<file path="config.mk">
export PLATFORM = sky130hd
export DESIGN_NAME = ex_mem_reg_flat
export DESIGN_NICKNAME = d
export VERILOG_FILES = /design/src/hdl/mips_ctrl_pkg.sv /design/src/hdl/mips_mem_pkg.sv /design/src/hdl/mem_stage_if.sv /design/src/hdl/ex_mem_reg.sv /design/src/flat_wrapper.sv
export SDC_FILE = /design/constraint.sdc
export NUM_CORES = 1
export LEC_CHECK = 0
export ABC_AREA = 1
export BUFFER_PORTS_ARGS = -buffer_cell sky130_fd_sc_hd__buf_2
export CAP_MARGIN = 40
export CORE_MARGIN = 8
export CORE_UTILIZATION = 24
export CTS_CLUSTER_SIZE = 20
export DETAILED_ROUTE_END_ITERATION = 10
export PLACE_DENSITY = 0.51
export SYNTH_ARGS = -nofsm -noshare
export SYNTH_HDL_FRONTEND = slang
export SYNTH_SLANG_ARGS = --single-unit
</file>
<file path="constraint.sdc">
create_clock -name i_clk -period 0.8 [get_ports i_clk]
set_clock_uncertainty 0.05 [all_clocks]
set_input_delay 0.08 -clock i_clk [delete_from_list [all_inputs] [get_ports i_clk]]
set_output_delay 0.08 -clock i_clk [all_outputs]
set_load 0.05 [all_outputs]
</file>
<file path="src/hdl/mips_ctrl_pkg.sv">
`default_nettype none

package mips_ctrl_pkg;

    // Memory control bus {sb, sh, lb, lh, unsigned, bneq, branch, memread, memwrite}
    localparam int ctrl_mem_w  = 9;

    // Write-back pair {regwrite, memtoreg}
    localparam int ctrl_wb_w   = 2;

    localparam int cm_sb       = 8;
    localparam int cm_sh       = 7;
    localparam int cm_lb       = 6;
    localparam int cm_lh       = 5;
    localparam int cm_unsigned = 4;
    localparam int cm_bneq     = 3;
    localparam int cm_branch   = 2;
    localparam int cm_memread  = 1;
    localparam int cm_memwrite = 0;

    // Store size as seen by the data memory
    typedef enum logic [1:0] {
        size_word = 2'b00,
        size_half = 2'b01,
        size_byte = 2'b10
    } store_size_e;

endpackage

`default_nettype wire

</file>
<file path="src/hdl/mips_mem_pkg.sv">
`default_nettype none

package mips_mem_pkg;

    localparam int data_w         = 32;
    localparam int reg_addr_w     = 5;

    // Data memory size in words
    localparam int mem_depth      = 256;

    // Byte address split into word index and byte offset
    localparam int word_addr_w    = 8;
    localparam int byte_off_w     = 2;

    localparam int byte_w         = 8;
    localparam int half_w         = 16;
    localparam int bytes_per_word = data_w / byte_w;

    // One data word seen as a word, two halves or four bytes
    // Lane 0 is the least significant in each view
    typedef union packed {
        logic [data_w-1:0]                     word;
        logic [1:0][half_w-1:0]                halves;
        logic [bytes_per_word-1:0][byte_w-1:0] bytes;
    } data_word_u;

endpackage

`default_nettype wire

</file>
<file path="src/hdl/mem_stage_if.sv">
`timescale 1ns/10ps
`default_nettype none

interface mem_stage_if
    import mips_ctrl_pkg::*;
    import mips_mem_pkg::*;
();

    logic                  valid;
    logic [data_w-1:0]     addr;
    logic [data_w-1:0]     wdata;
    logic                  mem_write;
    logic                  mem_read;
    store_size_e           store_size;
    logic                  load_byte;
    logic                  load_half;
    logic                  load_unsigned;
    logic [reg_addr_w-1:0] wreg;
    logic [ctrl_wb_w-1:0]  ctrl_wb;

    modport prod (
        output valid, addr, wdata, mem_write, mem_read, store_size,
               load_byte, load_half, load_unsigned, wreg, ctrl_wb
    );

    modport mem (
        input valid, addr, wdata, mem_write, mem_read, store_size
    );

    modport cons (
        input valid, addr, load_byte, load_half, load_unsigned, wreg, ctrl_wb
    );

endinterface

`default_nettype wire

</file>
<file path="src/hdl/ex_mem_reg.sv">
`timescale 1ns/10ps
`default_nettype none

module ex_mem_reg
    import mips_ctrl_pkg::*, mips_mem_pkg::*;
(
    input  wire                    i_clk,
    input  wire                    i_rst_n,
    input  wire                    i_valid,
    input  wire [data_w-1:0]       i_pc_branch,
    input  wire [data_w-1:0]       i_alu_result,
    input  wire [data_w-1:0]       i_write_data,
    input  wire [reg_addr_w-1:0]   i_write_register,
    input  wire                    i_alu_zero,
    input  wire [ctrl_wb_w-1:0]    i_ctrl_wb,
    input  wire [ctrl_mem_w-1:0]   i_ctrl_mem,
    mem_stage_if.prod              o_stage,
    output logic                   o_pc_src,
    output logic [data_w-1:0]      o_pc_branch
);

    logic        branch_taken;
    store_size_e size_d;

    // beq on zero, bne on non-zero
    assign branch_taken = i_ctrl_mem[cm_branch] &
                          (i_ctrl_mem[cm_bneq] ? ~i_alu_zero : i_alu_zero);

    always_comb begin
        if (i_ctrl_mem[cm_sb]) begin
            size_d = size_byte;
        end else if (i_ctrl_mem[cm_sh]) begin
            size_d = size_half;
        end else begin
            size_d = size_word;
        end
    end

    always_ff @(posedge i_clk or negedge i_rst_n) begin
        if (!i_rst_n) begin
            o_stage.valid         <= 1'b0;
            o_stage.addr          <= '0;
            o_stage.wdata         <= '0;
            o_stage.mem_write     <= 1'b0;
            o_stage.mem_read      <= 1'b0;
            o_stage.store_size    <= size_word;
            o_stage.load_byte     <= 1'b0;
            o_stage.load_half     <= 1'b0;
            o_stage.load_unsigned <= 1'b0;
            o_stage.wreg          <= '0;
            o_stage.ctrl_wb       <= '0;
            o_pc_src              <= 1'b0;
            o_pc_branch           <= '0;
        end else begin
            o_stage.valid <= i_valid;
            // Qualified so a taken branch pulses once
            o_pc_src      <= i_valid & branch_taken;
            if (i_valid) begin
                o_stage.addr          <= i_alu_result;
                o_stage.wdata         <= i_write_data;
                o_stage.mem_write     <= i_ctrl_mem[cm_memwrite];
                o_stage.mem_read      <= i_ctrl_mem[cm_memread];
                o_stage.store_size    <= size_d;
                o_stage.load_byte     <= i_ctrl_mem[cm_lb];
                o_stage.load_half     <= i_ctrl_mem[cm_lh];
                o_stage.load_unsigned <= i_ctrl_mem[cm_unsigned];
                o_stage.wreg          <= i_write_register;
                o_stage.ctrl_wb       <= i_ctrl_wb;
                o_pc_branch           <= i_pc_branch;
            end
        end
    end

    sb_sh_exclusive_a : assert property (@(posedge i_clk) disable iff (!i_rst_n)
        i_valid |-> !(i_ctrl_mem[cm_sb] && i_ctrl_mem[cm_sh]))
        else $error("ex_mem_reg: store byte and store half set together");

endmodule

`default_nettype wire

</file>
<file path="src/flat_wrapper.sv">
// flat-port wrapper written by rule: the top's interface ports become plain ports
module ex_mem_reg_flat import mips_ctrl_pkg::*, mips_mem_pkg::*;
  (i_clk, i_rst_n, i_valid, i_pc_branch, i_alu_result, i_write_data, i_write_register, i_alu_zero, i_ctrl_wb, i_ctrl_mem, o_pc_src, o_pc_branch, o_stage_valid, o_stage_addr, o_stage_wdata, o_stage_mem_write, o_stage_mem_read, o_stage_store_size, o_stage_load_byte, o_stage_load_half, o_stage_load_unsigned, o_stage_wreg, o_stage_ctrl_wb);
  mem_stage_if o_stage_i ();
  input  wire i_clk;
  input  wire i_rst_n;
  input  wire i_valid;
  input  wire [data_w-1:0] i_pc_branch;
  input  wire [data_w-1:0] i_alu_result;
  input  wire [data_w-1:0] i_write_data;
  input  wire [reg_addr_w-1:0] i_write_register;
  input  wire i_alu_zero;
  input  wire [ctrl_wb_w-1:0] i_ctrl_wb;
  input  wire [ctrl_mem_w-1:0] i_ctrl_mem;
  output logic o_pc_src;
  output logic [data_w-1:0] o_pc_branch;
  output wire logic [$bits(o_stage_i.valid)-1:0] o_stage_valid;
  output wire logic [$bits(o_stage_i.addr)-1:0] o_stage_addr;
  output wire logic [$bits(o_stage_i.wdata)-1:0] o_stage_wdata;
  output wire logic [$bits(o_stage_i.mem_write)-1:0] o_stage_mem_write;
  output wire logic [$bits(o_stage_i.mem_read)-1:0] o_stage_mem_read;
  output wire logic [$bits(o_stage_i.store_size)-1:0] o_stage_store_size;
  output wire logic [$bits(o_stage_i.load_byte)-1:0] o_stage_load_byte;
  output wire logic [$bits(o_stage_i.load_half)-1:0] o_stage_load_half;
  output wire logic [$bits(o_stage_i.load_unsigned)-1:0] o_stage_load_unsigned;
  output wire logic [$bits(o_stage_i.wreg)-1:0] o_stage_wreg;
  output wire logic [$bits(o_stage_i.ctrl_wb)-1:0] o_stage_ctrl_wb;
  assign o_stage_valid = o_stage_i.valid;
  assign o_stage_addr = o_stage_i.addr;
  assign o_stage_wdata = o_stage_i.wdata;
  assign o_stage_mem_write = o_stage_i.mem_write;
  assign o_stage_mem_read = o_stage_i.mem_read;
  assign o_stage_store_size = o_stage_i.store_size;
  assign o_stage_load_byte = o_stage_i.load_byte;
  assign o_stage_load_half = o_stage_i.load_half;
  assign o_stage_load_unsigned = o_stage_i.load_unsigned;
  assign o_stage_wreg = o_stage_i.wreg;
  assign o_stage_ctrl_wb = o_stage_i.ctrl_wb;
  ex_mem_reg u_core (.i_clk(i_clk), .i_rst_n(i_rst_n), .i_valid(i_valid), .i_pc_branch(i_pc_branch), .i_alu_result(i_alu_result), .i_write_data(i_write_data), .i_write_register(i_write_register), .i_alu_zero(i_alu_zero), .i_ctrl_wb(i_ctrl_wb), .i_ctrl_mem(i_ctrl_mem), .o_stage(o_stage_i), .o_pc_src(o_pc_src), .o_pc_branch(o_pc_branch));
endmodule
</file>
==> impl_metrics.ini, run 1 <==
[die]
core_region_area_mm2 = 0.0172
die_w_um = 148
rows = 48
die_h_um = 148
start_util_pct = 24.4
dieArea_mm2 = 0.0220
io_pins = 228

[timing]
hold_violations = 0
fin_ws_ns = -0.261
holdWs_ns = 0.0255
period_share_pct = 133
drv_slew = 0
setup_viol = 113
slew_headroom_pct = 78.2
max_freq_mhz = 943
worstMarginPinSlew_ns = 0.327
fin_tns_setup_ns = -26.95
rsz0062_at_grt = true
min_period_ns = 1.06

[critical_path]
crit_family = flip-flops
reg2reg_to = u_core.o_pc_branch[5]
max_stage_delay_ns = 0.42
slowest_stage = dfrtp_2
worstPathCellList = buf_6
path_max_fanout = 2
r2r-start = u_core.o_pc_branch[5]
crit_arrival_ns = 0.93
critical_path_class = flop to output port
ff2ff_path_depth = 3
crit_path_end_kind = output port
cp.required_ns = 0.67
startpoint_type = flop
rrSetupSlack_ns = -0.02
path_buf_inv = 1

[cells_and_area]
final_util_pct = 46.7
fin_nets = 939
final_common_cell = nand2_1
layout_common_cells = nand2_1, dlygate4sd3_1, buf_2, buf_6, dfrtp_2
n_fill_cell = 1625
syn_to_final_growth_pct = 91.4
drive_gt1_share_pct = 45.2
diodes = 0

[global_routing]
grt_usage_pct = 13.5
overflow = 0
antenna_found_initial = 0
grt_pass1_wl_um = 23600
grt_pass1_vias = 4581
grt_max_degree = 58

[synthesis]
synth_top_family_by_area = simple AND/OR/NAND/NOR gates
muxShareOfSynthArea_pct = 0
synth_xor_area_share_pct = 0
synthCells = 474
syn_area_mm2 = 0.00419
ys_warn_count = 0
ys_seq_area_share_pct = 66.8
synth-compound-area-share_pct = 0.119
syn_avg_cell_area_um2 = 8.85
synthAdderAreaFrac_pct = 0
ys_ff_latch = 112
ys_types = 9
syn_nets = 590
synth-simple-area-share_pct = 29.9

[clock_tree]
clockBufferDepth = 2
insertion_delay_ns = 0.34
cts_root_buffer = clkbuf_16
path_clk_slew_ns = 0.07
numCtsBuffers = 9
cts_num_sinks = 112
cts_tree = done
htreeDepth = 3

[placement]
pre_cts_slack_ns = -0.0916
place.gp.congestion = 0.731
io_buffers = 227
dpl.hpwl_um = 9900

[drt]
dr.pass1.iters = 4
routed_wl_um = 15100
vias_per_cell = 4.00
drt_iter0_markers = 154
postRouteAntennaNets = 0
remaining_drc_errors = 0
vias = 4207
post_drt_wl_per_cell_um = 14.4

[run_status]
violations = setup timing
run_status = finished, violations left

[min_path]
hold_start = i_valid
hp-class = input port to flop
holdPathStages = 4
whs_endpoint = u_core.o_stage.addr[1]

[pwr]
leakagePower_uw = 0.00410
powerDensity_mw_per_mm2 = 1940
ir_drop_mv = 0.914

[run]
cap_violations = 0
[synth_stat cells]
library cell,number,area share (%)
buf_2,21,2.5
buf_4,1,0.18
clkbuf_1,2,0.18
dfrtp_1,112,67
inv_1,2,0.18
inv_2,1,0.089
nand2_1,333,30
nor2_1,1,0.089
o21ai_0,1,0.12
[metal layers]
| layer | GRT usage (%) | share of wire (%) |
|---|---|---|
| met4 | 6.53 | 2.7 |
| met2 | 24.4 | 52 |
| met1 | 14.5 | 40 |
| met3 | 3.31 | 5.6 |
| met5 | 0 | 0 |
[state kept, by name, summed over array words and instances (netlist names), 2 cells and up]
name and count:
u_core.o_stage.ctrl_wb 2, u_core.o_stage.store_size 2, u_core.o_stage.wreg 5, u_core.o_stage.wdata 32
u_core.o_pc_branch 32, u_core.o_stage.addr 32
[power by group]
group	internal (uW)	total [uW]	switching (uW)	leakage [uW]
clock network	2200	4190	1990	0.000130
logic	1890	4740	2850	0.00273
registers	6250	6620	371	0.00124
total	10300	15500	5220	0.00410
[layout make-up]
| type | count | area [um^2] | share of cell area, % |
|---|---|---|---|
| inverters | 3 | 12.5 | 0.156 |
| clock inverters | 3 | 17.5 | 0.218 |
| clock buffers | 13 | 250 | 3.12 |
| repair buffers | 362 | 3260 | 40.6 |
| flip-flops and latches | 112 | 2940 | 36.6 |
| multi-input cells | 335 | 1260 | 15.7 |
| well taps | 225 | 282 | 3.51 |
[metrics by stage]
step                      cells  total power [uW]  instance area [um^2]
after floorplan             474              8990                  4330
after global placement      918             10200                  5850
after detailed placement    918             10200                  5850
after CTS                  1049             15800                  7980
after global routing       1053             16300                  8030
final                      1053             15500                  8030
[kinds of logic after synthesis]
logic type,count (synthesis)
flops,112
buf+inv,27
simple gates,334
compound gates,1
[timing repair]
action,in CTS,in global routing
setup buffers,1,4
hold buffers,114,0
gates cloned,0,0
pin swaps,0,0
endpoints found under the hold margin,223,0
gates resized for setup,225,6
endpoints found under the setup margin,112,113
[worst max-delay path by stage]
stage                                 start                           end  cells after the start
2_1_floorplan  u_core.o_stage.store_size[0]  u_core.o_stage.store_size[0]                      2
3_3_place_gp                        i_valid  u_core.o_stage.store_size[0]                      5
3_5_place_dp                        i_valid       u_core.o_stage.addr[12]                      5
4_1_cts            u_core.o_stage.wdata[17]             o_stage_wdata[17]                      1
5_1_grt            u_core.o_stage.wdata[16]             o_stage_wdata[16]                      1
6_report             u_core.o_pc_branch[12]               o_pc_branch[12]                      1
No activity file was read; power rests on OpenSTA's default activity.
==> run 2, diff against run 1 <==
--- a/config.mk
+++ b/config.mk
@@ -12,7 +12,8 @@
 export CORE_UTILIZATION = 24
 export CTS_CLUSTER_SIZE = 20
 export DETAILED_ROUTE_END_ITERATION = 10
-export PLACE_DENSITY = 0.51
+export HOLD_SLACK_MARGIN = 0.02
+export PLACE_DENSITY = 0.5
 export SYNTH_ARGS = -nofsm -noshare
 export SYNTH_HDL_FRONTEND = slang
 export SYNTH_SLANG_ARGS = --single-unit
==> impl_metrics.ini, run 2 (same netlist as run 1, synthesis figures left out) <==
[timing]
period_share_pct = 132
drv_slew = 0
max_freq_mhz = 946
worstMarginPinSlew_ns = 0.431
fin_ws_ns = -0.257
min_period_ns = 1.06
rsz0062_at_grt = true
hold_violations = 0
holdWs_ns = 0.0479
setup_viol = 114
slew_headroom_pct = 71.3

[cells_and_area]
diodes = 0
syn_to_final_growth_pct = 91.8
fin_nets = 936
final_common_cell = nand2_1
n_fill_cell = 1599
stdcell_count = 1049
fin_area_mm2 = 0.00804
layout_common_cells = nand2_1, dlygate4sd3_1, buf_2, buf_6, dfrtp_2
drive_gt1_share_pct = 45.4
reg_top3 = u_core.o_pc_branch x32, u_core.o_stage.addr x32, u_core.o_stage.wdata x32
final_util_pct = 46.8

[critical_path]
startpoint_type = flop
crit_arrival_ns = 0.93
crit_family = flip-flops
slowest_stage = dfrtp_2
worstPathCellList = buf_6
critical_path_class = flop to output port
r2r-start = u_core.o_stage.wdata[2]
path_buf_inv = 1
cp.required_ns = 0.67
max_stage_delay_ns = 0.42
crit_path_end_kind = output port
ff2ff_path_depth = 3
crit_path_start = u_core.o_pc_branch[22]
cp.depth = 1
path_max_fanout = 2

[clock_tree]
clockBufferDepth = 2
cts_root_buffer = clkbuf_16
path_clk_slew_ns = 0.08
cts_tree = done
cts_num_sinks = 112
numCtsBuffers = 9
insertion_delay_ns = 0.34
htreeDepth = 3

[pwr]
powerDensity_mw_per_mm2 = 1980
ir_drop_mv = 0.932
leakagePower_uw = 0.00411

[drt]
post_drt_wl_per_cell_um = 14.2
vias_per_cell = 3.98
remaining_drc_errors = 0
drt_iter0_markers = 104
dr.pass1.iters = 4
routed_wl_um = 14900
vias = 4173
postRouteAntennaNets = 0

[global_routing]
overflow = 0
grt_max_degree = 60
antenna_found_initial = 0
grt_pass1_vias = 4769
grt_pass1_wl_um = 24300
grt_usage_pct = 13.7

[min_path]
hp-class = input port to flop
hold_start = i_valid
holdPathStages = 2

[run_status]
run_status = finished, violations left
violations = setup timing

[die]
rows = 48
start_util_pct = 24.4
io_pins = 228
dieArea_mm2 = 0.0220
core_region_area_mm2 = 0.0172
die_w_um = 148
die_h_um = 148

[run]
cap_violations = 0

[placement]
place.gp.congestion = 0.716
dp_cells = 915
pre_cts_slack_ns = -0.165
dpl.hpwl_um = 9690
io_buffers = 227
placed_area_mm2 = 0.00583
run 2: cell count changes in the layout (fill, tap and decap cells not counted), sizes merged:
cell / delta
buf: -3
bufinv: +1
clkbuf: -3
clkinv: +1
clkinvlp: -1
inv: +1
run 2: through the flow:
stage	setup TNS (ns)	power, uW
finish	-26.82	16000
global route	-31.24	16700
CTS	-29.71	16200
detailed placement	-8.48	10200
global placement	-7.52	10200
floorplan	-0.0256	8990
run 2: report_power, final:
part | total (uW) | switching (uW) | internal [uW]
Combinational | 4720 | 2840 | 1880
Clock | 4610 | 2080 | 2530
Sequential | 6630 | 386 | 6250
run 2: worst register-to-register path, stage by stage (launching register included):
cell	delay, ns
dfrtp_2	0.43
buf_6	0.12
nand2_2	0.05
nand2_1	0.05
run 2: path summary, 6_finish.rpt:
check | end | slack (ns)
worst max-delay path | o_pc_branch[22] | -0.26
worst min-delay path | u_core.o_stage.valid | 0.05
worst max register to register | u_core.o_stage.wdata[2] | -0.01
worst min register to register | u_core.o_stage.addr[18] | 0.44
max in group asynchronous | u_core.o_stage.addr[26] | 0.15
min in group asynchronous | u_core.o_stage.wdata[24] | 0.08
run 2: layer usage:
metal  vias to the layer above  wire length (um)  global-route usage, %
met2                       146              7440                   23.4
met5                         -                 0                      0
met1                      1911              6090                   15.6
li1                       2096                 -                      -
met4                         0               340                   5.41
met3                        20              1010                   4.13
run 2: layout make-up:
class,instances,area (um^2),share of cell area [%]
sequential,112,2940,36.6
timing repair buffer,359,3240,40.3
tap,225,282,3.50
multi-input combinational,335,1270,15.7
clock inverter,5,65.1,0.809
inverter,3,12.5,0.156
clock buffer,10,239,2.97
run 2: timing repair:
action | 4_1_cts | 5_1_grt
pin swaps | 0 | 2
buffers inserted | 2 | 3
hold buffers | 114 | 0
resized for setup | 224 | 8
endpoints found under the hold margin | 223 | 0
setup endpoints to repair | 112 | 114
==> run 3, diff against run 2 <==
--- a/config.mk
+++ b/config.mk
@@ -5,7 +5,7 @@
 export SDC_FILE = /design/constraint.sdc
 export NUM_CORES = 1
 export LEC_CHECK = 0
-export ABC_AREA = 1
+export ABC_AREA = 0
 export BUFFER_PORTS_ARGS = -buffer_cell sky130_fd_sc_hd__buf_2
 export CAP_MARGIN = 40
 export CORE_MARGIN = 8
==> impl_metrics.ini, run 3 <==
[critical_path]
max_stage_delay_ns = 0.43
path_buf_inv = 1
crit_family = flip-flops
critical_path_class = flop to output port
path_max_fanout = 2
cp.depth = 1
cp.required_ns = 0.67
worstPathCellList = buf_8
startpoint_type = flop
crit_arrival_ns = 0.93
crit_path_end_kind = output port
slowest_stage = dfrtp_2
ff2ff_path_depth = 2

[timing]
min_period_ns = 1.06
setup_viol = 221
worstMarginPinSlew_ns = 0.298
holdWs_ns = 0.0333
drv_slew = 0
period_share_pct = 132
slew_headroom_pct = 80.2
hold_violations = 0
rsz0062_at_grt = true
fin_ws_ns = -0.258
max_freq_mhz = 945

[drt]
remaining_drc_errors = 0
postRouteAntennaNets = 0
vias_per_cell = 4.03
post_drt_wl_per_cell_um = 16.0
routed_wl_um = 13300
drt_iter0_markers = 68
vias = 3336
dr.pass1.iters = 4

[synthesis]
syn_avg_cell_area_um2 = 17.5
async_flop_share_pct = 100
ys.flop_type = dfrtp_1
ys_types = 10
synth_area_leader_cell = dfrtp_1
synth.top_cell.area_share_pct = 67.2
synthCells = 238
syn_area_mm2 = 0.00417
synth.most_common_cell = dfrtp_1
ys_warn_count = 0
syn_nets = 354
yosys-top-cells-area = dfrtp_1, mux2_2, buf_6
synth_edf_count = 0
synthTopCellsByCount = dfrtp_1, mux2_2, buf_6, buf_2
ys_seq_area_share_pct = 67.2
ys_ff_latch = 112

[die]
core_region_area_mm2 = 0.0171
die_h_um = 148
rows = 48
start_util_pct = 24.4
die_w_um = 148
io_pins = 228
dieArea_mm2 = 0.0219

[cells_and_area]
layout_common_cells = buf_6, buf_2, dlygate4sd3_1, dfrtp_2, mux2_2
fin_nets = 714
reg_top3 = u_core.o_pc_branch x32, u_core.o_stage.addr x32, u_core.o_stage.wdata x32
drive_gt1_share_pct = 79.7
final_common_cell = buf_6
diodes = 0
syn_to_final_growth_pct = 92.8

[global_routing]
grt_usage_pct = 12.1
grt_pass1_wl_um = 21000
overflow = 0
grt_pass1_vias = 3889
antenna_found_initial = 0
grt_max_degree = 54

[pwr]
leakagePower_uw = 0.00358
powerDensity_mw_per_mm2 = 2030
ir_drop_mv = 0.939
fin_total_pwr_uw = 16400

[min_path]
holdPathStages = 3
hp-class = input port to flop

[placement]
io_buffers = 227
place.gp.congestion = 0.663
dpl.hpwl_um = 8690

[clock_tree]
htreeDepth = 3
numCtsBuffers = 9
cts_root_buffer = clkbuf_16
clockBufferDepth = 2
path_clk_slew_ns = 0.07
insertion_delay_ns = 0.34
cts_tree = done
cts_num_sinks = 112

[run_status]
violations = setup timing
run_status = finished, violations left

[run]
cap_violations = 0
==> run 3: cell types whose count changed after synthesis, sizes merged <==
cell / before / now
o22ai: 0 / 1
clkbuf: 2 / 0
and3: 0 / 1
inv: 3 / 1
mux2: 0 / 109
xor2: 0 / 1
nand2: 333 / 1
o21ai: 1 / 0
nor2: 1 / 0
buf: 22 / 12
==> run 3: kinds of logic (layout without fill, tap and decap cells) <==
kind of cell    after synthesis  in the layout  share of synthesized area [%]
flops                       112            112                           67.2
mux                         109            109                           29.4
buf+inv                      13            377                           2.79
simple gates                  2              2                          0.240
compound gates                1              1                          0.150
xor+xnor                      1              1                          0.210
==> run 3: cell type report <==
type,instances,area [um^2]
fillers,1487,9070
repair buffers,361,3230
flip-flops and latches,112,2940
multi-input cells,113,1300
well taps,225,282
clock buffers,12,236
clock inverters,3,43.8
inverters,1,3.75
==> run 3: report_power, final <==
| group | switching, uW | internal (uW) |
|---|---|---|
| sequential | 417 | 6320 |
| clock | 1940 | 2420 |
| combinational | 2910 | 2340 |
| total | 5270 | 11100 |
==> run 3: per-layer routing <==
metal / wire [um] / GRT usage (%) / share of wire [%]
met1: 5100 / 12.9 / 39
met2: 6630 / 20.6 / 50
met3: 1270 / 5.59 / 9.6
met4: 246 / 4.13 / 1.9
met5: 0 / 0 / 0
==> run 3: final timing paths <==
| check | end | slack (ns) | start |
|---|---|---|---|
| max | o_stage_wdata[23] | -0.26 | u_core.o_stage.wdata[23] |
| min | u_core.o_pc_src | 0.03 | i_alu_zero |
| max reg2reg | u_core.o_stage.wdata[23] | -0.17 | u_core.o_stage.wdata[23] |
| min reg2reg | u_core.o_stage.addr[15] | 0.48 | u_core.o_stage.addr[15] |
| max in group asynchronous | u_core.o_stage.load_byte | 0.14 | i_rst_n |
| min in group asynchronous | u_core.o_stage.addr[24] | 0.25 | i_rst_n |
==> run 3: repair_timing <==
item,4_1_cts,5_1_grt
endpoints found under the hold margin,223,0
setup buffers,3,9
endpoints found under the setup margin,221,221
hold buffers,112,0
gates resized for setup,230,22
==> run 3: per-stage QoR <==
step	worst slack [ns]	instance area, um^2	util, %	setup TNS, ns	std cells
2_1_floorplan	-0.152	4310	-	-16.63	238
3_3_place_gp	-0.257	5740	33.6	-23.94	688
3_5_place_dp	-0.289	5740	33.6	-25.91	688
4_1_cts	-0.278	7890	46.1	-33.32	818
5_1_grt	-0.299	8040	47.0	-38.04	827
6_report	-0.258	8040	47.0	-31.32	827
