==> config.mk <==
export PLATFORM = sky130hd
export DESIGN_NAME = mem_wb_stage_flat
export DESIGN_NICKNAME = d
export VERILOG_FILES = /design/src/hdl/mips_ctrl_pkg.sv /design/src/hdl/mips_mem_pkg.sv /design/src/hdl/mem_stage_if.sv /design/src/hdl/mem_wb_stage.sv /design/src/flat_wrapper.sv
export SDC_FILE = /design/constraint.sdc
export NUM_CORES = 1
export LEC_CHECK = 0
export BUFFER_PORTS_ARGS = -buffer_cell sky130_fd_sc_hd__clkbuf_2
export CAP_MARGIN = 20
export CORE_UTILIZATION = 38
export CTS_BUF_LIST = sky130_fd_sc_hd__clkbuf_4
export CTS_CLUSTER_SIZE = 20
export DETAILED_ROUTE_END_ITERATION = 16
export GPL_ROUTABILITY_DRIVEN = 0
export PLACE_DENSITY = 0.66
export SETUP_SLACK_MARGIN = 0.5
export SLEW_MARGIN = 20
export SYNTH_ARGS = -nofsm -noshare
export SYNTH_HDL_FRONTEND = slang
export SYNTH_SLANG_ARGS = --single-unit
==> constraint.sdc <==
create_clock -name i_clk -period 2.9 [get_ports i_clk]
set_clock_uncertainty 0.1 [all_clocks]
set_input_delay 0.58 -clock i_clk [delete_from_list [all_inputs] [get_ports i_clk]]
set_output_delay 0.58 -clock i_clk [all_outputs]
set_load 0.03 [all_outputs]
==> src/hdl/mips_ctrl_pkg.sv <==
`default_nettype none

package mips_ctrl_pkg;

    // Memory control bus {sb, sh, lb, lh, unsigned, bneq, branch, memread, memwrite}
    localparam int ctrl_mem_w  = 9;

    // Write-back pair {regwrite, memtoreg}
    localparam int ctrl_wb_w   = 2;

    localparam int cm_sb       = 8;
    localparam int cm_sh       = 7;
    localparam int cm_lb       = 6;
    localparam int cm_lh       = 5;
    localparam int cm_unsigned = 4;
    localparam int cm_bneq     = 3;
    localparam int cm_branch   = 2;
    localparam int cm_memread  = 1;
    localparam int cm_memwrite = 0;

    // Store size as seen by the data memory
    typedef enum logic [1:0] {
        size_word = 2'b00,
        size_half = 2'b01,
        size_byte = 2'b10
    } store_size_e;

endpackage

`default_nettype wire

==> src/hdl/mips_mem_pkg.sv <==
`default_nettype none

package mips_mem_pkg;

    localparam int data_w         = 32;
    localparam int reg_addr_w     = 5;

    // Data memory size in words
    localparam int mem_depth      = 256;

    // Byte address split into word index and byte offset
    localparam int word_addr_w    = 8;
    localparam int byte_off_w     = 2;

    localparam int byte_w         = 8;
    localparam int half_w         = 16;
    localparam int bytes_per_word = data_w / byte_w;

    // One data word seen as a word, two halves or four bytes
    // Lane 0 is the least significant in each view
    typedef union packed {
        logic [data_w-1:0]                     word;
        logic [1:0][half_w-1:0]                halves;
        logic [bytes_per_word-1:0][byte_w-1:0] bytes;
    } data_word_u;

endpackage

`default_nettype wire

==> src/hdl/mem_stage_if.sv <==
`timescale 1ns/10ps
`default_nettype none

interface mem_stage_if
    import mips_ctrl_pkg::*;
    import mips_mem_pkg::*;
();

    logic                  valid;
    logic [data_w-1:0]     addr;
    logic [data_w-1:0]     wdata;
    logic                  mem_write;
    logic                  mem_read;
    store_size_e           store_size;
    logic                  load_byte;
    logic                  load_half;
    logic                  load_unsigned;
    logic [reg_addr_w-1:0] wreg;
    logic [ctrl_wb_w-1:0]  ctrl_wb;

    modport prod (
        output valid, addr, wdata, mem_write, mem_read, store_size,
               load_byte, load_half, load_unsigned, wreg, ctrl_wb
    );

    modport mem (
        input valid, addr, wdata, mem_write, mem_read, store_size
    );

    modport cons (
        input valid, addr, load_byte, load_half, load_unsigned, wreg, ctrl_wb
    );

endinterface

`default_nettype wire

==> src/hdl/mem_wb_stage.sv <==
`timescale 1ns/10ps
`default_nettype none

module mem_wb_stage
    import mips_ctrl_pkg::*, mips_mem_pkg::*;
(
    input  wire                    i_clk,
    input  wire                    i_rst_n,
    mem_stage_if.cons              i_stage,
    input  wire [data_w-1:0]       i_rdata,
    output logic                   o_wb_valid,
    output logic [data_w-1:0]      o_read_data,
    output logic [reg_addr_w-1:0]  o_write_register,
    output logic [ctrl_wb_w-1:0]   o_ctrl_wb
);

    logic                  valid_q;
    logic [byte_off_w-1:0] off_q;
    logic                  load_byte_q;
    logic                  load_half_q;
    logic                  load_unsigned_q;
    logic [reg_addr_w-1:0] wreg_q;
    logic [ctrl_wb_w-1:0]  ctrl_wb_q;
    data_word_u            rd_word;
    logic [byte_w-1:0]     lane_byte;
    logic [half_w-1:0]     lane_half;
    logic                  byte_fill;
    logic                  half_fill;
    logic [data_w-1:0]     load_data;

    // Load controls line up with the memory read at E1
    always_ff @(posedge i_clk or negedge i_rst_n) begin
        if (!i_rst_n) begin
            valid_q         <= 1'b0;
            off_q           <= '0;
            load_byte_q     <= 1'b0;
            load_half_q     <= 1'b0;
            load_unsigned_q <= 1'b0;
            wreg_q          <= '0;
            ctrl_wb_q       <= '0;
        end else begin
            valid_q <= i_stage.valid;
            if (i_stage.valid) begin
                off_q           <= i_stage.addr[byte_off_w-1:0];
                load_byte_q     <= i_stage.load_byte;
                load_half_q     <= i_stage.load_half;
                load_unsigned_q <= i_stage.load_unsigned;
                wreg_q          <= i_stage.wreg;
                ctrl_wb_q       <= i_stage.ctrl_wb;
            end
        end
    end

    assign rd_word   = data_word_u'(i_rdata);
    assign lane_byte = rd_word.bytes[off_q];
    assign lane_half = rd_word.halves[off_q[1]];
    assign byte_fill = ~load_unsigned_q & lane_byte[byte_w-1];
    assign half_fill = ~load_unsigned_q & lane_half[half_w-1];

    always_comb begin
        if (load_byte_q) begin
            load_data = {{(data_w-byte_w){byte_fill}}, lane_byte};
        end else if (load_half_q) begin
            load_data = {{(data_w-half_w){half_fill}}, lane_half};
        end else begin
            load_data = rd_word.word;  // word load, or don't-care for non-loads
        end
    end

    always_ff @(posedge i_clk or negedge i_rst_n) begin
        if (!i_rst_n) begin
            o_wb_valid       <= 1'b0;
            o_read_data      <= '0;
            o_write_register <= '0;
            o_ctrl_wb        <= '0;
        end else begin
            o_wb_valid <= valid_q;
            if (valid_q) begin
                o_read_data      <= load_data;
                o_write_register <= wreg_q;
                o_ctrl_wb        <= ctrl_wb_q;
            end
        end
    end

    lb_lh_exclusive_a : assert property (@(posedge i_clk) disable iff (!i_rst_n)
        i_stage.valid |-> !(i_stage.load_byte && i_stage.load_half))
        else $error("mem_wb_stage: load byte and load half set together");

endmodule

`default_nettype wire

==> src/flat_wrapper.sv <==
// flat-port wrapper written by rule: the top's interface ports become plain ports
module mem_wb_stage_flat import mips_ctrl_pkg::*, mips_mem_pkg::*;
  (i_clk, i_rst_n, i_rdata, o_wb_valid, o_read_data, o_write_register, o_ctrl_wb, i_stage_valid, i_stage_addr, i_stage_load_byte, i_stage_load_half, i_stage_load_unsigned, i_stage_wreg, i_stage_ctrl_wb);
  mem_stage_if i_stage_i ();
  input  wire i_clk;
  input  wire i_rst_n;
  input  wire [data_w-1:0] i_rdata;
  output logic o_wb_valid;
  output logic [data_w-1:0] o_read_data;
  output logic [reg_addr_w-1:0] o_write_register;
  output logic [ctrl_wb_w-1:0] o_ctrl_wb;
  input wire logic [$bits(i_stage_i.valid)-1:0] i_stage_valid;
  input wire logic [$bits(i_stage_i.addr)-1:0] i_stage_addr;
  input wire logic [$bits(i_stage_i.load_byte)-1:0] i_stage_load_byte;
  input wire logic [$bits(i_stage_i.load_half)-1:0] i_stage_load_half;
  input wire logic [$bits(i_stage_i.load_unsigned)-1:0] i_stage_load_unsigned;
  input wire logic [$bits(i_stage_i.wreg)-1:0] i_stage_wreg;
  input wire logic [$bits(i_stage_i.ctrl_wb)-1:0] i_stage_ctrl_wb;
  assign i_stage_i.valid = i_stage_valid;
  assign i_stage_i.addr = i_stage_addr;
  assign i_stage_i.load_byte = i_stage_load_byte;
  assign i_stage_i.load_half = i_stage_load_half;
  assign i_stage_i.load_unsigned = i_stage_load_unsigned;
  assign i_stage_i.wreg = i_stage_wreg;
  assign i_stage_i.ctrl_wb = i_stage_ctrl_wb;
  mem_wb_stage u_core (.i_clk(i_clk), .i_rst_n(i_rst_n), .i_stage(i_stage_i), .i_rdata(i_rdata), .o_wb_valid(o_wb_valid), .o_read_data(o_read_data), .o_write_register(o_write_register), .o_ctrl_wb(o_ctrl_wb));
endmodule
==> flow_summary_export.csv, run 1 <==
group,metric,value,unit
setup_path,cp_top_family,"compound AO/OA/AOI/OAI gates",
setup_path,r2r-start,"u_core.off_q[1]",
setup_path,regToRegSetupSlack,990,ps
detailed_routing,wl,6560,µm
job,drv_cap,0,
timing,max_freq,0.524,GHz
floorplan,start_util,39.2,%
cts,numCtsBuffers,5,
cts,worstSkewPairLatency,380,ps
cts,htreeDepth,2,
setup_path,path_buf_inv,1,
floorplan,design.die.area,0.00735,mm²
timing,hold_viol_final,0,
grt,grt_max_degree,28,
synthesis,synth_top_family_by_area,"multiplexers",
setup_path,crit_chain,"buf_4 > mux2_4 > a22oi_4 > nand2_4 > o22a_1",
synthesis,synthAdderAreaFrac,0,%
synthesis,synth_cell_types,25,
power,p_sw,675,µW
cts,post_cts_buffers,0,
floorplan,coreArea,0.00679,mm²
synthesis,ys_warn_count,0,
layout,finish.utilization,48.0,%
power,p_int,1260,µW
synthesis,syn_area_per_cell,12.0,µm²
timing,period_share,65.8,%
detailed_routing,wl_per_cell,16.3,µm
detailed_routing,vias,2085,
layout,n_fill_cell,650,
layout,mostFrequentLayoutCell,"clkbuf_2",
floorplan,die_h,85.7,µm
synthesis,synth_xor_area_share,0,%
timing,fin_setup_tns,0,ps
grt,antenna_found_initial,0,
power,p_seq_share,47.1,%
setup_path,crit_arrival,2100,ps
detailed_routing,post_drt_via_cell_ratio,5.20,
timing,setup_viol_count_final,0,
timing,drv_slew,0,
grt,grt_pass1_vias,2010,
setup_path,crit_type,"register to register",
cts,postCtsHoldBufs,0,
synthesis,postSynth.asyncResetShare,100,%
grt,grt_use_total,18.5,%
layout,layout_common_cells,"clkbuf_2, dfrtp_1, mux2_2, nand2_1",
detailed_routing,drt-initial-drc-count,67,
cts,cts_tree,"yes",
synthesis,synth_seq_cells,53,
setup_path,r2r_end,"u_core.o_read_data[28]",
power,power.clock.fraction,22.2,%
power,p_total,1940,µW
cts,clock_path_buffers,2,
timing,slew_headroom,52.8,%
place,placed_area,0.00318,mm²
timing,rsz0062_at_grt,"no",
layout,nets,381,
layout,design_area,0.00326,mm²
detailed_routing,firstDrtPassIters,4,
synthesis,synthMuxAreaShare,21.9,%
synthesis,yosysSeqAreaShare,49.8,%
synthesis,syn_nets,300,
synthesis,syn-cell-area,0.00267,mm²
power,ir_drop,0.233,mV
outcome,status,"finished clean",
grt,grt_first_pass_wirelength,10400,µm
synthesis,synth_edf_count,0,
layout,num_antenna_cells,0,
floorplan,rows,30,
timing,fin_crit,1910,ps
setup_path,cp-end-kind,"register",
timing,whs,111,ps
detailed_routing,antenna_left,0,
power,leakagePower,0.00156,µW
synthesis,syn_inst,223,
synthesis,synth-simple-area-share,6.38,%
setup_path,cp-endpoint,"u_core.o_read_data[28]",
power,comb_power_share,30.7,%
place,io_buffers,86,
setup_path,required,3090,ps
cts,cts_resized,0,
setup_path,max_stage_delay,380,ps
floorplan,die_w,85.7,µm
worst_hold_path,hp-class,"input pin to async pin",
place,dp_hpwl,4720,µm
grt,grt-ovfl-total,0,
cts,root_buffer,"clkbuf_4",
power,switching_share,34.9,%
cts,path_clk_slew,150,ps
setup_path,slowest_stage,"dfrtp_1",
setup_path,path_max_fanout,16,
setup_path,worstRegToRegCells,5,
layout,drive_gt1_share,45.6,%
cts,cts_sinks,53,
synthesis,synthFlopType,"dfrtp_1",
setup_path,cp_num_cells,5,
detailed_routing,drc,0,
setup_path,crit_path_start_kind,"register",
timing,worst_pin_slew,707,ps
floorplan,ios,117,
setup_path,crit_start,"u_core.off_q[1]",
layout,syn2layout_area_growth,22.4,%
power,power_density,593,mW/mm²
synthesis,synth-compound-area-share,17.3,%
-- area by class of cell --
class	count	area, µm²	area share [%]
Inverter	9	33.8	1.04
Clock buffer	6	45.0	1.38
Timing Repair Buffer	92	488	15.0
Clock inverter	2	33.8	1.04
Multi-Input combinational cell	143	1210	37.2
Tap cell	96	120	3.68
Sequential cell	53	1330	40.7
-- power by group through the flow --
stage | combinational, µW | clock, µW | sequential [µW]
6_report | 593 | 430 | 912
5_1_grt | 637 | 466 | 927
4_1_cts | 598 | 441 | 913
3_5_place_dp | 596 | 0 | 928
3_3_place_gp | 587 | 0 | 925
2_1_floorplan | 257 | 0 | 1070
-- synth_stat cells (8+ instances only) --
cell type  count  share of area [%]
a21oi_1       16                3.0
clkbuf_1      11                1.5
dfrtp_1       53                 50
inv_1          8                1.1
mux2_2        26                 11
mux2i_1        8                3.0
mux4_2         8                6.8
nand2_1       18                2.5
nor2b_1       10                2.3
o211ai_1       8                2.3
o21a_1         8                2.3
o21ai_0       10                1.9
o22a_1        16                5.3
o22ai_1        8                1.9
-- routing by layer --
layer / GRT usage, % / vias to the layer above / wire length [µm]
li1: - / 983 / -
met1: 26.1 / 1038 / 3030
met2: 28.9 / 55 / 3180
met3: 3.46 / 9 / 236
met4: 5.91 / 0 / 108
met5: 0 / - / 0
-- flip-flops by register name, summed over array words and instances, names as in the netlist --
register / count
u_core.o_read_data: 32
u_core.o_write_register: 5
u_core.wreg_q: 5
u_core.ctrl_wb_q: 2
u_core.o_ctrl_wb: 2
u_core.off_q: 2
u_core.load_byte_q: 1
u_core.load_half_q: 1
u_core.load_unsigned_q: 1
u_core.o_wb_valid: 1
u_core.valid_q: 1
-- cells by family after synthesis --
kind of cell	after synthesis
flip-flops	53
multiplexers	44
AND/OR/NAND/NOR	32
AO/OA/AOI/OAI	67
buffers and inverters	27
-- through the flow --
| stage | worst slack [ps] | std cells |
|---|---|---|
| final | 992 | 401 |
| after global routing | 811 | 401 |
| after CTS | 971 | 401 |
| after detailed placement | 913 | 393 |
| after global placement | 917 | 393 |
| after floorplan | 1160 | 223 |
-- worst register-to-register path: stages (launching register included) --
cell	delay [ps]
dfrtp_1	380
buf_4	220
mux2_4	330
a22oi_4	340
nand2_4	200
o22a_1	240
-- worst min-delay path by stage --
| stage | start | end | slack [ps] |
|---|---|---|---|
| 2_1_floorplan | i_rst_n | u_core.ctrl_wb_q[0] | 180 |
| 3_3_place_gp | u_core.o_read_data[13] | u_core.o_read_data[13] | 360 |
| 3_5_place_dp | u_core.o_read_data[14] | u_core.o_read_data[14] | 370 |
| 4_1_cts | i_rst_n | u_core.o_read_data[14] | 130 |
| 5_1_grt | i_rst_n | u_core.o_read_data[14] | 150 |
| 6_report | i_rst_n | u_core.o_read_data[9] | 110 |
Power figures use the tool's default switching activity.
==> inputs of run 2 (changes only) <==
--- a/config.mk
+++ b/config.mk
@@ -12,7 +12,7 @@
 export CTS_CLUSTER_SIZE = 20
 export DETAILED_ROUTE_END_ITERATION = 16
 export GPL_ROUTABILITY_DRIVEN = 0
-export PLACE_DENSITY = 0.66
+export PLACE_DENSITY = 0.69
 export SETUP_SLACK_MARGIN = 0.5
 export SLEW_MARGIN = 20
 export SYNTH_ARGS = -nofsm -noshare
==> constraint.sdc (replaced) <==
create_clock -name i_clk -period 1.6 [get_ports i_clk]
set_clock_uncertainty 0.1 [all_clocks]
set_input_delay 0.32 -clock i_clk [delete_from_list [all_inputs] [get_ports i_clk]]
set_output_delay 0.32 -clock i_clk [all_outputs]
set_load 0.03 [all_outputs]
==> flow_summary_export.csv, run 2 (synthesis results as in run 1) <==
group,metric,value,unit
timing,period_share,103,%
power,leakagePower,0.00206,µW
floorplan,coreArea,0.00679,mm²
setup_path,cp-endpoint,"u_core.o_read_data[9]",
layout,regMostFlops,"u_core.o_read_data",
detailed_routing,antenna_left,0,
layout,stdcell_count,459,
grt,grt_use_total,20.0,%
layout,num_antenna_cells,0,
setup_path,worstRegToRegCells,6,
job,drv_cap,0,
setup_path,crit_path_start_kind,"register",
grt,grt_first_pass_wirelength,11300,µm
cts,cts_sinks,53,
worst_hold_path,hp-class,"input pin to register",
timing,fin_setup_tns,-308,ps
setup_path,cp-end-kind,"register",
floorplan,rows,30,
layout,nets,439,
cts,worstSkewPairLatency,390,ps
timing,whs,38.2,ps
cts,numCtsBuffers,5,
detailed_routing,drt-initial-drc-count,142,
setup_path,path_max_fanout,5,
layout,mostFrequentLayoutCell,"dfrtp_1",
floorplan,design.die.area,0.00735,mm²
grt,grt_pass1_vias,2292,
detailed_routing,wl_per_cell,16.2,µm
floorplan,ios,117,
cts,clock_path_buffers,2,
layout,n_fill_cell,524,
timing,slew_headroom,76.8,%
timing,setup_viol_count_final,12,
timing,setup_ws,-44.7,ps
setup_path,required,1790,ps
cts,cts_tree,"yes",
place,dp_hpwl,4800,µm
grt,antenna_found_initial,0,
setup_path,regToRegSetupSlack,-40,ps
layout,layout_top_registers,"u_core.o_read_data x32, u_core.o_write_register x5, u_core.wreg_q x5",
setup_path,r2r-start,"u_core.off_q[1]",
layout,syn2layout_area_growth,61.5,%
cts,path_clk_slew,150,ps
grt,grt_max_degree,54,
layout,drive_gt1_share,55.9,%
power,ir_drop,0.500,mV
layout,layout_common_cells,"dfrtp_1, clkbuf_2, buf_4, buf_8, mux2_2",
timing,worst_pin_slew,347,ps
cts,root_buffer,"clkbuf_4",
timing,fin_crit,1640,ps
detailed_routing,firstDrtPassIters,4,
timing,rsz0062_at_grt,"yes",
grt,grt-ovfl-total,0,
timing,hold_viol_final,0,
floorplan,die_h,85.7,µm
setup_path,crit_start,"u_core.off_q[1]",
place,io_buffers,86,
timing,drv_slew,0,
detailed_routing,vias,2330,
setup_path,crit_type,"register to register",
setup_path,r2r_end,"u_core.o_read_data[9]",
power,power_density,982,mW/mm²
outcome,violations,"negative setup slack",
detailed_routing,post_drt_via_cell_ratio,5.08,
setup_path,crit_arrival,1830,ps
timing,max_freq,0.608,GHz
detailed_routing,drc,0,
layout,largest_reg_flops,32,
detailed_routing,wl,7440,µm
place,dp.cells,405,
cts,htreeDepth,2,
outcome,status,"complete, but fails checks",
floorplan,die_w,85.7,µm
floorplan,start_util,39.2,%
[run 2: cell count changes in the layout (fill, tap and decap cells not counted), moves of 6 or more]
cell / before / now
buf_12: 1 / 7
buf_4: 5 / 44
buf_6: 0 / 8
buf_8: 0 / 41
clkbuf_2: 86 / 46
mux2_2: 26 / 18
mux2_4: 2 / 10
[run 2: final cells by class]
cell class / instances / area, µm² / area share [%]
well taps: 96 / 120 / 2.79
clock buffers: 5 / 37.5 / 0.872
clock inverters: 3 / 41.3 / 0.960
multi-input cells: 144 / 1270 / 29.5
flip-flops and latches: 53 / 1330 / 31.0
repair buffers: 149 / 1470 / 34.1
inverters: 9 / 37.5 / 0.872
[run 2: worst min-delay path by stage]
| stage | startpoint | end | slack (ps) | depth (start not counted) |
|---|---|---|---|---|
| 2_1_floorplan | i_rst_n | u_core.ctrl_wb_q[0] | -80 | 0 |
| 4_1_cts | i_stage_load_half | u_core.load_half_q | 30 | 3 |
| 5_1_grt | i_stage_addr[0] | u_core.off_q[0] | 40 | 2 |
| 6_report | i_stage_load_half | u_core.load_half_q | 40 | 3 |
| 3_5_place_dp | i_rst_n | u_core.o_ctrl_wb[1] | 240 | 2 |
| 3_3_place_gp | i_rst_n | u_core.ctrl_wb_q[1] | 240 | 2 |
[run 2: metal layers]
metal,GRT usage (%),share of wire (%),vias up
met5,0,0,-
met1,25.5,43,1138
met2,33.2,49,78
met4,7.58,2.0,0
met3,4.91,5.9,12
li1,-,-,1102
[run 2: what timing repair did]
action	in CTS	in global routing
gates cloned	1	2
pin swaps	4	7
gates resized for setup	94	53
hold buffers	1	0
hold endpoints to repair	53	0
setup endpoints to repair	80	81
setup buffers	27	15
[run 2: power by group]
part           internal, µW  switching (µW)
clock network           324             447
registers              1520             179
logic                   994             759
total                  2840            1380
[run 2: through the flow]
step,area [µm²],setup slack (ps),power (µW),utilization [%]
global placement,3350,-60.5,2820,49.3
detailed placement,3350,-82.1,2850,49.3
floorplan,2720,-71.7,2440,-
global route,4300,-93.0,4400,63.3
finish,4300,-44.7,4230,63.3
CTS,4050,-65.4,4020,59.6
[run 2: worst max-delay path: stages, from the launching register on]
cell and delay [ps]:
dfrtp_2 480, mux2_4 330, a22oi_4 190, buf_12 150, buf_6 100, o211ai_1 90, o21a_1 120
==> inputs of run 3 (changes only) <==
--- a/config.mk
+++ b/config.mk
@@ -13,7 +13,7 @@
 export DETAILED_ROUTE_END_ITERATION = 16
 export GPL_ROUTABILITY_DRIVEN = 0
 export PLACE_DENSITY = 0.69
-export SETUP_SLACK_MARGIN = 0.5
+export SETUP_SLACK_MARGIN = 0.1
 export SLEW_MARGIN = 20
 export SYNTH_ARGS = -nofsm -noshare
 export SYNTH_HDL_FRONTEND = slang
==> flow_summary_export.csv, run 3 (synthesis results as in run 1) <==
group,metric,value,unit
worst_hold_path,hp-class,"input pin to register",
grt,grt_max_degree,54,
layout,layout_common_cells,"clkbuf_2, dfrtp_1, mux2_2, nand2_1",
timing,period_share,100,%
grt,grtUsageMet3,4.62,%
grt,antenna_found_initial,0,
timing,rsz0062_at_grt,"yes",
grt,grt_use_total,18.2,%
floorplan,start_util,39.2,%
outcome,status,"complete, but fails checks",
timing,fin_crit,1600,ps
setup_path,path_max_fanout,16,
detailed_routing,firstDrtPassIters,4,
floorplan,coreArea,0.00679,mm²
place,io_buffers,86,
cts,cts_sinks,53,
detailed_routing,wl,6260,µm
grt,grt_pass1_vias,2129,
layout,layout_top_registers,"u_core.o_read_data x32, u_core.o_write_register x5, u_core.wreg_q x5",
cts,path_clk_slew,140,ps
power,leakagePower,0.00164,µW
layout,nets,395,
detailed_routing,antenna_left,0,
detailed_routing,vias,2093,
timing,slew_headroom,78.1,%
floorplan,ios,117,
place,dp.cells,400,
layout,stdcell_count,415,
layout,ff_latch_area,0.00133,mm²
setup_path,max_stage_delay,470,ps
layout,multi_input_area,0.00121,mm²
detailed_routing,drc,0,
setup_path,required,1770,ps
layout,num_antenna_cells,0,
cts,clock_path_buffers,2,
setup_path,crit_type,"register to register",
cts,numCtsBuffers,5,
setup_path,crit_chain,"mux2_4 > a22oi_4 > nand2_4 > o22a_1",
timing,setup_ws,-2.13,ps
timing,max_freq,0.624,GHz
timing,drv_slew,0,
grt,gr-usage-met2,28.8,%
timing,worst_pin_slew,329,ps
grt,grt_first_pass_wirelength,10400,µm
layout,largest_reg_flops,32,
place,dp_slack,-39.4,ps
setup_path,cp-end-kind,"register",
cts,htreeDepth,2,
grt,grtUsageMet1,24.6,%
layout,mostFrequentLayoutCell,"clkbuf_2",
cts,worstSkewPairLatency,370,ps
detailed_routing,post_drt_via_cell_ratio,5.04,
power,ir_drop,0.401,mV
layout,drive_gt1_share,48.3,%
outcome,violations,"negative setup slack",
floorplan,design.die.area,0.00735,mm²
setup_path,crit_path_start_kind,"register",
detailed_routing,drt-initial-drc-count,96,
floorplan,die_h,85.7,µm
floorplan,rows,30,
timing,setup_viol_count_final,3,
cts,cts_tree,"yes",
detailed_routing,wl_per_cell,15.1,µm
setup_path,crit_arrival,1770,ps
grt,grt-ovfl-total,0,
place,dp_hpwl,4620,µm
timing,hold_viol_final,0,
layout,syn2layout_area_growth,28.1,%
floorplan,die_w,85.7,µm
layout,n_fill_cell,623,
power,power_density,1040,mW/mm²
setup_path,slowest_stage,"dfrtp_2",
grt,top_usage_layer,"met2",
cts,root_buffer,"clkbuf_4",
layout,regMostFlops,"u_core.o_read_data",
job,drv_cap,0,
==> run 3: final timing paths <==
| check | from | to | slack [ps] | cells past startpoint |
|---|---|---|---|---|
| worst min register to register | u_core.o_read_data[9] | u_core.o_read_data[9] | 400 | 1 |
| min in group asynchronous | i_rst_n | u_core.o_read_data[29] | 370 | 3 |
| worst max-delay path | u_core.off_q[1] | u_core.o_read_data[31] | -2 | 4 |
| worst max register to register | u_core.off_q[1] | u_core.o_read_data[31] | -2 | 4 |
| worst min-delay path | i_stage_load_half | u_core.load_half_q | 60 | 3 |
| max in group asynchronous | i_rst_n | u_core.off_q[1] | 770 | 3 |
==> run 3: worst max-delay path: cells and delay by family, from the launching register on <==
family | cells | cell delay [ps]
simple gates | 1 | 170
flops | 1 | 470
mux | 1 | 320
compound gates | 2 | 440
==> run 3: routing by layer <==
layer	up-vias	routed length (µm)
met5	-	0
li1	1003	-
met2	67	3030
met1	1015	2780
met3	8	353
met4	0	91
==> run 3: where the power goes <==
part / total, µW / leakage [µW] / internal (µW) / switching, µW
clock network: 751 / 0.0000433 / 343 / 408
logic: 1160 / 0.000977 / 479 / 679
registers: 1640 / 0.000620 / 1520 / 116
total: 3540 / 0.00164 / 2340 / 1200
==> run 3: cell type report <==
cell class | instances | share of cell area [%]
clock inverters | 2 | 0.989
well taps | 96 | 3.52
inverters | 9 | 0.989
flip-flops and latches | 53 | 39.0
clock buffers | 6 | 1.32
repair buffers | 106 | 18.7
multi-input cells | 143 | 35.6
==> run 3: through the flow <==
stage	power (µW)	hold WS, ps	TNS, ps	cell area, µm²	util [%]
after floorplan	2410	-75.6	-740	2670	-
after global routing	3760	39.9	-1800	3410	50.3
after CTS	3580	47.6	-53.5	3410	50.1
after detailed placement	2800	250	-379	3270	48.2
final	3540	64.7	-3.22	3410	50.3
after global placement	2780	238	-456	3270	48.2
==> run 3: repair_timing <==
| action | in CTS | in global routing |
|---|---|---|
| setup endpoints to repair | 31 | 32 |
| buffers inserted | 5 | 1 |
| gates resized for setup | 4 | 3 |
| hold buffers | 1 | 0 |
| hold endpoints to repair | 53 | 0 |
